<file path="src/source/refl_pkg.sv">
`default_nettype none

package refl_pkg;

  // one DDR half, rising or falling edge byte
  typedef logic [7:0]  adc_half_t;

  // merged ADC sample
  typedef logic [15:0] sample_t;

  // four samples per external FIFO word
  typedef logic [63:0] fifo_word_t;

  // register port
  typedef logic [2:0]  reg_addr_t;
  typedef logic [31:0] reg_data_t;

  localparam int SAMPLES_PER_WORD = 4;

  // over-range hold time in clk cycles
  localparam int OR_STRETCH = 16;

  // register map
  localparam reg_addr_t ADDR_REFLENGTH  = 3'd0;
  localparam reg_addr_t ADDR_RUN        = 3'd1;
  localparam reg_addr_t ADDR_STROBE_LEN = 3'd2;
  localparam reg_addr_t ADDR_SOA_LEN    = 3'd3;
  localparam reg_addr_t ADDR_FIFO_CTRL  = 3'd4;
  localparam reg_addr_t ADDR_WORD_COUNT = 3'd5;

  // power-up configuration, roughly a 60 km trace
  localparam reg_data_t RST_REFLENGTH  = 32'd60000;
  localparam reg_data_t RST_STROBE_LEN = 32'd630;
  localparam reg_data_t RST_SOA_LEN    = 32'd8;

  // pulse timing configuration, reflength is period minus one
  typedef struct packed {
    reg_data_t reflength;
    reg_data_t strobe_len;
    reg_data_t soa_len;
    logic      run;
  } pulse_cfg_t;

  // packer status back to the register file
  typedef struct packed {
    logic      overflow;
    reg_data_t word_count;
  } pack_status_t;

endpackage

`default_nettype wire

</file>
<file path="src/source/adc_ddr_merge.sv">
`default_nettype none

module adc_ddr_merge
  import refl_pkg::*;
(
  input  wire logic      clk,
  input  wire logic      reset,
  input  wire adc_half_t i_adc_p,
  input  wire adc_half_t i_adc_n,
  input  wire logic      i_or_p,
  input  wire logic      i_or_n,
  output sample_t        o_sample,
  output logic           o_overrange
);

  // first stage, DDR halves as they come from the IOB
  adc_half_t adc_p_q;
  adc_half_t adc_n_q;

  // second stage, falling byte goes to the even sample bits
  adc_half_t dmux_even;
  adc_half_t dmux_odd;

  logic       or_p_q;
  logic       or_n_q;
  // bit 4 set while the flag is being held
  logic [4:0] or_cnt;

  always_ff @(posedge clk)
  begin
    adc_p_q   <= i_adc_p;
    adc_n_q   <= i_adc_n;
    dmux_even <= adc_n_q;
    dmux_odd  <= adc_p_q;
    // interleave into the sample, rising bit above falling bit
    for (int k = 0; k < $bits(adc_half_t); k++)
    begin
      o_sample[2*k+1] <= dmux_odd[k];
      o_sample[2*k]   <= dmux_even[k];
    end
  end

  // over-range stretch
  always_ff @(posedge clk)
  begin
    if (!reset)
    begin
      or_p_q      <= 1'b0;
      or_n_q      <= 1'b0;
      or_cnt      <= '0;
      o_overrange <= 1'b0;
    end
    else
    begin
      or_p_q <= i_or_p;
      or_n_q <= i_or_n;
      // a new pulse restarts the hold window
      if (or_p_q || or_n_q)
        or_cnt <= 5'(OR_STRETCH);
      else if (or_cnt[4])
        or_cnt <= or_cnt + 5'd1;
      o_overrange <= or_cnt[4];
    end
  end

endmodule

`default_nettype wire

</file>
<file path="src/source/refl_ctrl_regs.sv">
`default_nettype none

module refl_ctrl_regs
  import refl_pkg::*;
(
  input  wire logic         clk,
  input  wire logic         reset,
  input  wire logic         i_wr_en,
  input  wire reg_addr_t    i_wr_addr,
  input  wire reg_data_t    i_wr_data,
  input  wire reg_addr_t    i_rd_addr,
  input  wire pack_status_t i_status,
  output reg_data_t         o_rd_data,
  output pulse_cfg_t        o_cfg,
  output logic              o_fifo_reset
);

  pulse_cfg_t cfg_q;
  pulse_cfg_t cfg_nxt;
  reg_data_t  rd_nxt;

  // write decode
  always_comb
  begin
    cfg_nxt = cfg_q;
    if (i_wr_en)
    begin
      case (i_wr_addr)
        ADDR_REFLENGTH:  cfg_nxt.reflength  = i_wr_data;
        // any nonzero value starts acquisition
        ADDR_RUN:        cfg_nxt.run        = |i_wr_data;
        ADDR_STROBE_LEN: cfg_nxt.strobe_len = i_wr_data;
        ADDR_SOA_LEN:    cfg_nxt.soa_len    = i_wr_data;
        default:         cfg_nxt            = cfg_q;
      endcase
    end
  end

  // read mux works on the next value
  // so a write is visible one cycle later
  always_comb
  begin
    case (i_rd_addr)
      ADDR_REFLENGTH:  rd_nxt = cfg_nxt.reflength;
      ADDR_RUN:        rd_nxt = reg_data_t'(cfg_nxt.run);
      ADDR_STROBE_LEN: rd_nxt = cfg_nxt.strobe_len;
      ADDR_SOA_LEN:    rd_nxt = cfg_nxt.soa_len;
      // FIFO control reads back the sticky overflow
      ADDR_FIFO_CTRL:  rd_nxt = reg_data_t'(i_status.overflow);
      ADDR_WORD_COUNT: rd_nxt = i_status.word_count;
      default:         rd_nxt = '0;
    endcase
  end

  always_ff @(posedge clk)
  begin
    if (!reset)
    begin
      cfg_q.reflength  <= RST_REFLENGTH;
      cfg_q.strobe_len <= RST_STROBE_LEN;
      cfg_q.soa_len    <= RST_SOA_LEN;
      cfg_q.run        <= 1'b0;
      o_rd_data        <= '0;
      o_fifo_reset     <= 1'b0;
    end
    else
    begin
      cfg_q     <= cfg_nxt;
      o_rd_data <= rd_nxt;
      // single-cycle FIFO reset on any write to FIFO_CTRL
      o_fifo_reset <= i_wr_en && (i_wr_addr == ADDR_FIFO_CTRL);
    end
  end

  assign o_cfg = cfg_q;

endmodule

`default_nettype wire

</file>
<file path="src/source/pulse_timer.sv">
`default_nettype none

module pulse_timer
  import refl_pkg::*;
(
  input  wire logic       clk,
  input  wire logic       reset,
  input  wire pulse_cfg_t i_cfg,
  output logic            o_strobe,
  output logic            o_soa,
  output logic            o_period_mark
);

  // position inside the reflectogram period
  reg_data_t period_cnt;

  // cycles since the last wrap, saturate past the length
  reg_data_t strobe_cnt;
  reg_data_t soa_cnt;

  logic period_end;

  assign period_end = (period_cnt == i_cfg.reflength);

  // last cycle of the period
  assign o_period_mark = i_cfg.run && period_end;

  always_ff @(posedge clk)
  begin
    if (!reset)
    begin
      period_cnt <= '0;
      strobe_cnt <= '0;
      soa_cnt    <= '0;
      o_strobe   <= 1'b0;
      o_soa      <= 1'b0;
    end
    else if (!i_cfg.run)
    begin
      // idle, hold everything cleared
      period_cnt <= '0;
      strobe_cnt <= '0;
      soa_cnt    <= '0;
      o_strobe   <= 1'b0;
      o_soa      <= 1'b0;
    end
    else if (period_end)
    begin
      // wrap and fire both pulses
      period_cnt <= '0;
      strobe_cnt <= '0;
      soa_cnt    <= '0;
      o_strobe   <= 1'b1;
      o_soa      <= 1'b1;
    end
    else
    begin
      period_cnt <= period_cnt + 1'b1;

      if (strobe_cnt <= i_cfg.strobe_len)
      begin
        strobe_cnt <= strobe_cnt + 1'b1;
        o_strobe   <= 1'b1;
      end
      else
        o_strobe <= 1'b0;

      // SOA gate, usually much shorter than the laser strobe
      if (soa_cnt <= i_cfg.soa_len)
      begin
        soa_cnt <= soa_cnt + 1'b1;
        o_soa   <= 1'b1;
      end
      else
        o_soa <= 1'b0;
    end
  end

endmodule

`default_nettype wire

</file>
<file path="src/source/sample_packer.sv">
`default_nettype none

module sample_packer
  import refl_pkg::*;
(
  input  wire logic    clk,
  input  wire logic    reset,
  input  wire logic    i_run,
  input  wire logic    i_period_mark,
  input  wire sample_t i_sample,
  input  wire logic    i_fifo_full,
  output logic         o_fifo_wr_en,
  output fifo_word_t   o_fifo_data,
  output pack_status_t o_status
);

  // slot of the next capture
  logic [1:0]   phase;
  logic         capture;
  logic         last_slot;
  pack_status_t status_q;

  // no capture on the period mark cycle
  assign capture   = i_run && !i_period_mark;
  assign last_slot = (phase == 2'(SAMPLES_PER_WORD - 1));

  // slot order is top quarter first, then upwards from the bottom
  always_ff @(posedge clk)
  begin
    if (capture)
    begin
      case (phase)
        2'd0:    o_fifo_data[63:48] <= i_sample;
        2'd1:    o_fifo_data[15:0]  <= i_sample;
        2'd2:    o_fifo_data[31:16] <= i_sample;
        default: o_fifo_data[47:32] <= i_sample;
      endcase
    end
  end

  always_ff @(posedge clk)
  begin
    if (!reset)
    begin
      phase        <= '0;
      o_fifo_wr_en <= 1'b0;
      status_q     <= '0;
    end
    else
    begin
      o_fifo_wr_en <= 1'b0;
      if (!i_run)
        phase <= '0;
      else if (capture)
      begin
        phase <= phase + 2'd1;
        if (last_slot)
        begin
          // word is counted even when it gets dropped
          status_q.word_count <= status_q.word_count + 1'b1;
          o_fifo_wr_en        <= !i_fifo_full;
          if (i_fifo_full)
            status_q.overflow <= 1'b1;
        end
      end
    end
  end

  assign o_status = status_q;

endmodule

`default_nettype wire

</file>
<file path="src/source/refl_top.sv">
`default_nettype none

module refl_top
  import refl_pkg::*;
(
  input  wire logic      clk,
  input  wire logic      reset,
  input  wire adc_half_t i_adc_p,
  input  wire adc_half_t i_adc_n,
  input  wire logic      i_or_p,
  input  wire logic      i_or_n,
  input  wire logic      i_wr_en,
  input  wire reg_addr_t i_wr_addr,
  input  wire reg_data_t i_wr_data,
  input  wire reg_addr_t i_rd_addr,
  output reg_data_t      o_rd_data,
  output logic           o_fifo_wr_en,
  output fifo_word_t     o_fifo_data,
  output logic           o_fifo_reset,
  input  wire logic      i_fifo_full,
  output logic           o_strobe,
  output logic           o_soa,
  output logic           o_overrange
);

  sample_t      sample;
  pulse_cfg_t   cfg;
  logic         period_mark;
  pack_status_t status;

  // stage one, DDR merge
  adc_ddr_merge u_merge (
    .clk         (clk),
    .reset       (reset),
    .i_adc_p     (i_adc_p),
    .i_adc_n     (i_adc_n),
    .i_or_p      (i_or_p),
    .i_or_n      (i_or_n),
    .o_sample    (sample),
    .o_overrange (o_overrange)
  );

  refl_ctrl_regs u_regs (
    .clk          (clk),
    .reset        (reset),
    .i_wr_en      (i_wr_en),
    .i_wr_addr    (i_wr_addr),
    .i_wr_data    (i_wr_data),
    .i_rd_addr    (i_rd_addr),
    .i_status     (status),
    .o_rd_data    (o_rd_data),
    .o_cfg        (cfg),
    .o_fifo_reset (o_fifo_reset)
  );

  pulse_timer u_timer (
    .clk           (clk),
    .reset         (reset),
    .i_cfg         (cfg),
    .o_strobe      (o_strobe),
    .o_soa         (o_soa),
    .o_period_mark (period_mark)
  );

  // stage two, word packing into the external FIFO
  sample_packer u_packer (
    .clk           (clk),
    .reset         (reset),
    .i_run         (cfg.run),
    .i_period_mark (period_mark),
    .i_sample      (sample),
    .i_fifo_full   (i_fifo_full),
    .o_fifo_wr_en  (o_fifo_wr_en),
    .o_fifo_data   (o_fifo_data),
    .o_status      (status)
  );

endmodule

`default_nettype wire

</file>
<file path="config.mk">
export PLATFORM = sky130hd
export DESIGN_NAME = refl_top
export DESIGN_NICKNAME = d
export VERILOG_FILES = /design/src/source/refl_pkg.sv /design/src/source/adc_ddr_merge.sv /design/src/source/refl_ctrl_regs.sv /design/src/source/pulse_timer.sv /design/src/source/sample_packer.sv /design/src/source/refl_top.sv
export SDC_FILE = /design/constraint.sdc
export NUM_CORES = 1
export LEC_CHECK = 0
export BUFFER_PORTS_ARGS = -buffer_cell sky130_fd_sc_hd__buf_2
export CORE_ASPECT_RATIO = 1.25
export CORE_MARGIN = 1.5
export CORE_UTILIZATION = 59
export DETAILED_ROUTE_END_ITERATION = 8
export PLACE_DENSITY = 0.83
export SETUP_SLACK_MARGIN = 0.3
export SYNTH_ARGS = -nofsm -noshare
export SYNTH_HDL_FRONTEND = slang
export SYNTH_SLANG_ARGS = --single-unit
export TNS_END_PERCENT = 5
</file>
<file path="constraint.sdc">
create_clock -name clk -period 2.9 [get_ports clk]
set_input_delay 0.145 -clock clk [delete_from_list [all_inputs] [get_ports clk]]
set_output_delay 0.145 -clock clk [all_outputs]
set_load 0.02 [all_outputs]
</file>
==> impl_metrics.tcl <==
set metrics [dict create \
    post_drt_wl_per_cell_um 21.60 \
    status "finished clean" \
    powerDensity_mw_per_mm2 567.7 \
    initial_core_util_pct 60.58 \
    cts_tree "done" \
    clock_path_buffers 3 \
    n_fill_cell 1706 \
    ir_drop_v 0.0004400 \
    p_total_mw 11.44 \
    yosys.area.top_type "dfxtp_1" \
    io_pins 161 \
    drive_above_1_share_pct 19.11 \
    slew_violations 0 \
    finalCritPeriodShare_pct 98.03 \
    finalNetCount 2056 \
    synthTopCellsByCount "dfxtp_1 (320), nor2_1 (241), mux2i_1 (102)" \
    yosysSeqAreaShare_pct 50.93 \
    numCtsBuffers 38 \
    synth.top_cell.area_share_pct 39.18 \
    pre_cts_slack_ns 0.04151 \
    max_freq_mhz 351.8 \
    worst_pin_slew_ns 1.087 \
    grt_pass1_vias 14073 \
    rsz0062_at_grt "yes" \
    die_h_um 189.1 \
    coreArea_mm2 0.02699 \
    grt_pass1_wl_um 76500 \
    crit_required_ns 3.40 \
    max_cap_violations 0 \
    netlist_instances 1675 \
    n_antenna_cell 0 \
    async_reset_ff_share_pct 0 \
    clk_pin_slew_ns 0.06 \
    ys_warn_count 0 \
    syn_nets 1808 \
    whs_ns 0.02582 \
    grtUsageTotal_pct 33.81 \
    htreeDepth 2 \
    cts-root-buf "clkbuf_16" \
    setup_viol 0 \
    grt-ovfl-total 0 \
    finalInstanceArea_mm2 0.02015 \
    die_area_mm2 0.02873 \
    crit_path_max_fanout 13 \
    max_slew_margin_pct 27.24 \
    criticalPathCategory "reg -> reg" \
    synth_area_mm2 0.01635 \
    yosys.cell_count.top_type "dfxtp_1" \
    drt_iter0_markers 1050 \
    gp_congestion 0.9719 \
    synth_area_leaders "dfxtp_1 (39%), edfxtp_1 (12%), mux2i_1 (6.2%)" \
    die_w_um 151.9 \
    hold_viol 0 \
    port_buffers 160 \
    worst_clock_skew_ns 0.05470 \
    hpwlAfterDp_um 33100 \
    grt_max_degree 60 \
    seqCellArea_mm2 0.008358 \
    viasPerCell 6.166 \
    place_area_mm2 0.01778 \
    avgSynthCellArea_um2 9.762 \
    area_growth_pct 23.25 \
    wl_um 49620 \
    drt_drc_violations_left 0 \
    fin_setup_tns_ns 0 \
    crit_arrival_ns 3.34 \
    antenna_found_initial 0 \
    cts_sinks 384 \
    crit_path_start_kind "register" \
    ys_types 62 \
    min_path_type "in -> reg" \
    worst_slack_ns 0.05712 \
    synth_enable_flop_cells 64 \
    multi_input_area_mm2 0.007720 \
    first_pass_iters 6 \
    leakage_nw 7.660 \
    ys.flop_type "dfxtp_1" \
    clk_latency_ns 0.57 \
    fin_crit_ns 2.843 \
    end_kind "register" \
    postRouteAntennaNets 0 \
    fp-row-count 67 \
    ys_ff_latch 384 \
    vias 14163 \
]
[cells by family (layout without fill, tap and decap cells)]
kind of cell | count (synthesis) | count (layout) | share of synthesized area, %
buffers and inverters | 165 | 442 | 3.833
flip-flops | 384 | 384 | 50.93
multiplexers | 102 | 102 | 6.244
XOR/XNOR | 97 | 97 | 5.195
adder cells (fa/ha/maj) | 73 | 73 | 5.586
AO/OA/AOI/OAI | 241 | 241 | 9.343
AND/OR/NAND/NOR | 613 | 613 | 18.87
[state kept, by name, indices dropped and copies added, names as in the netlist]
register and flops:
u_merge.or_p_q 1, u_packer.o_status 33, u_merge.adc_n_q 8, u_regs.o_rd_data 32, u_timer.strobe_cnt 32, u_timer.soa_cnt 32, u_merge.dmux_even 8, u_merge.o_overrange 1
u_regs.o_fifo_reset 1, u_timer.period_cnt 32, u_merge.dmux_odd 8, u_merge.o_sample 16, u_merge.adc_p_q 8, u_merge.or_cnt 5, u_merge.or_n_q 1, u_timer.o_soa 1
u_packer.o_fifo_data 64, u_packer.phase 2, u_timer.o_strobe 1, u_regs.o_cfg 97, u_packer.o_fifo_wr_en 1
[final cells by class]
| class | count | share of cell area [%] |
|---|---|---|
| clock buffer | 50 | 5.246 |
| tap | 345 | 2.142 |
| multi-input combinational | 1126 | 38.30 |
| clock inverter | 19 | 1.434 |
| timing repair buffer | 282 | 9.703 |
| sequential | 384 | 41.47 |
| inverter | 91 | 1.701 |
[path summary, 6_finish.rpt]
path / start / end / slack (ns) / cells past startpoint
worst max-delay path: u_timer.strobe_cnt[13]$_SDFFE_PP0P_ / u_timer.strobe_cnt[25]$_SDFFE_PP0P_ / 0.06 / 9
worst min-delay path: i_wr_data[13] / u_regs.o_cfg[78]$_SDFF_PN1_ / 0.03 / 3
worst max register to register: u_timer.strobe_cnt[13]$_SDFFE_PP0P_ / u_timer.strobe_cnt[25]$_SDFFE_PP0P_ / 0.06 / 9
worst min register to register: u_merge.dmux_odd[2]$_DFF_P_ / u_merge.o_sample[5]$_DFF_P_ / 0.33 / 0
[where the power goes]
part | switching [mW] | internal [mW]
Clock | 2.24 | 3.08
Combinational | 0.342 | 0.227
Sequential | 0.0575 | 5.50
Total | 2.64 | 8.80
[worst max-delay path, cell delays in order (launching register included)]
cell and delay, ns:
dfxtp_1 0.35, ha_1 0.35, nand4_1 0.21, or4_4 0.63, o21ai_4 0.18, o22a_1 0.20
nand4_1 0.11, buf_6 0.18, or4_1 0.41, a21oi_1 0.16
[timing repair]
item                                    in CTS  in global routing
pin swaps                                   29                  5
hold endpoints to repair                   104                  0
setup buffers                               13                  2
gates cloned                                 1                  0
gates resized for setup                     60                 12
endpoints found under the setup margin      58                149
hold buffers                                56                  0
[per-stage QoR]
step / instances / utilization, %
after global routing: 2297 / 74.66
after detailed placement: 2156 / 65.85
after CTS: 2295 / 74.35
final: 2297 / 74.66
after floorplan: 1675 / -
after global placement: 2156 / 65.85
[placed cells by master (no fill, tap or decap), types with 6 or more instances in the layout]
master / instances
ha_1: 60
and2_1: 15
and4_1: 17
o22ai_1: 32
clkbuf_1: 7
clkbuf_16: 39
o21a_1: 8
and3_1: 24
xnor2_1: 72
buf_4: 57
nand2_1: 91
ha_4: 13
xor2_1: 24
nor2_1: 240
inv_2: 6
mux2i_1: 102
dfxtp_2: 21
buf_2: 160
dlygate4sd3_1: 56
or3_1: 27
inv_1: 84
nand3b_1: 6
nor3_1: 15
a211oi_1: 33
a21oi_1: 78
dfxtp_1: 298
or4_1: 8
nand4_1: 52
nor4_1: 21
o31ai_1: 15
nand3_1: 51
a21o_1: 6
edfxtp_1: 64
o21ai_0: 31
[per-layer routing]
layer | GRT usage, % | wire, µm | part of all wire, % | vias up
li1 | - | - | - | 6438
met1 | 37.66 | 18000 | 36 | 6730
met2 | 57.97 | 23910 | 48 | 762
met3 | 5.905 | 3700 | 7.5 | 233
met4 | 25.24 | 4009 | 8.1 | 0
met5 | 0 | 0 | 0 | -
No activity file was read; power rests on OpenSTA's default activity.
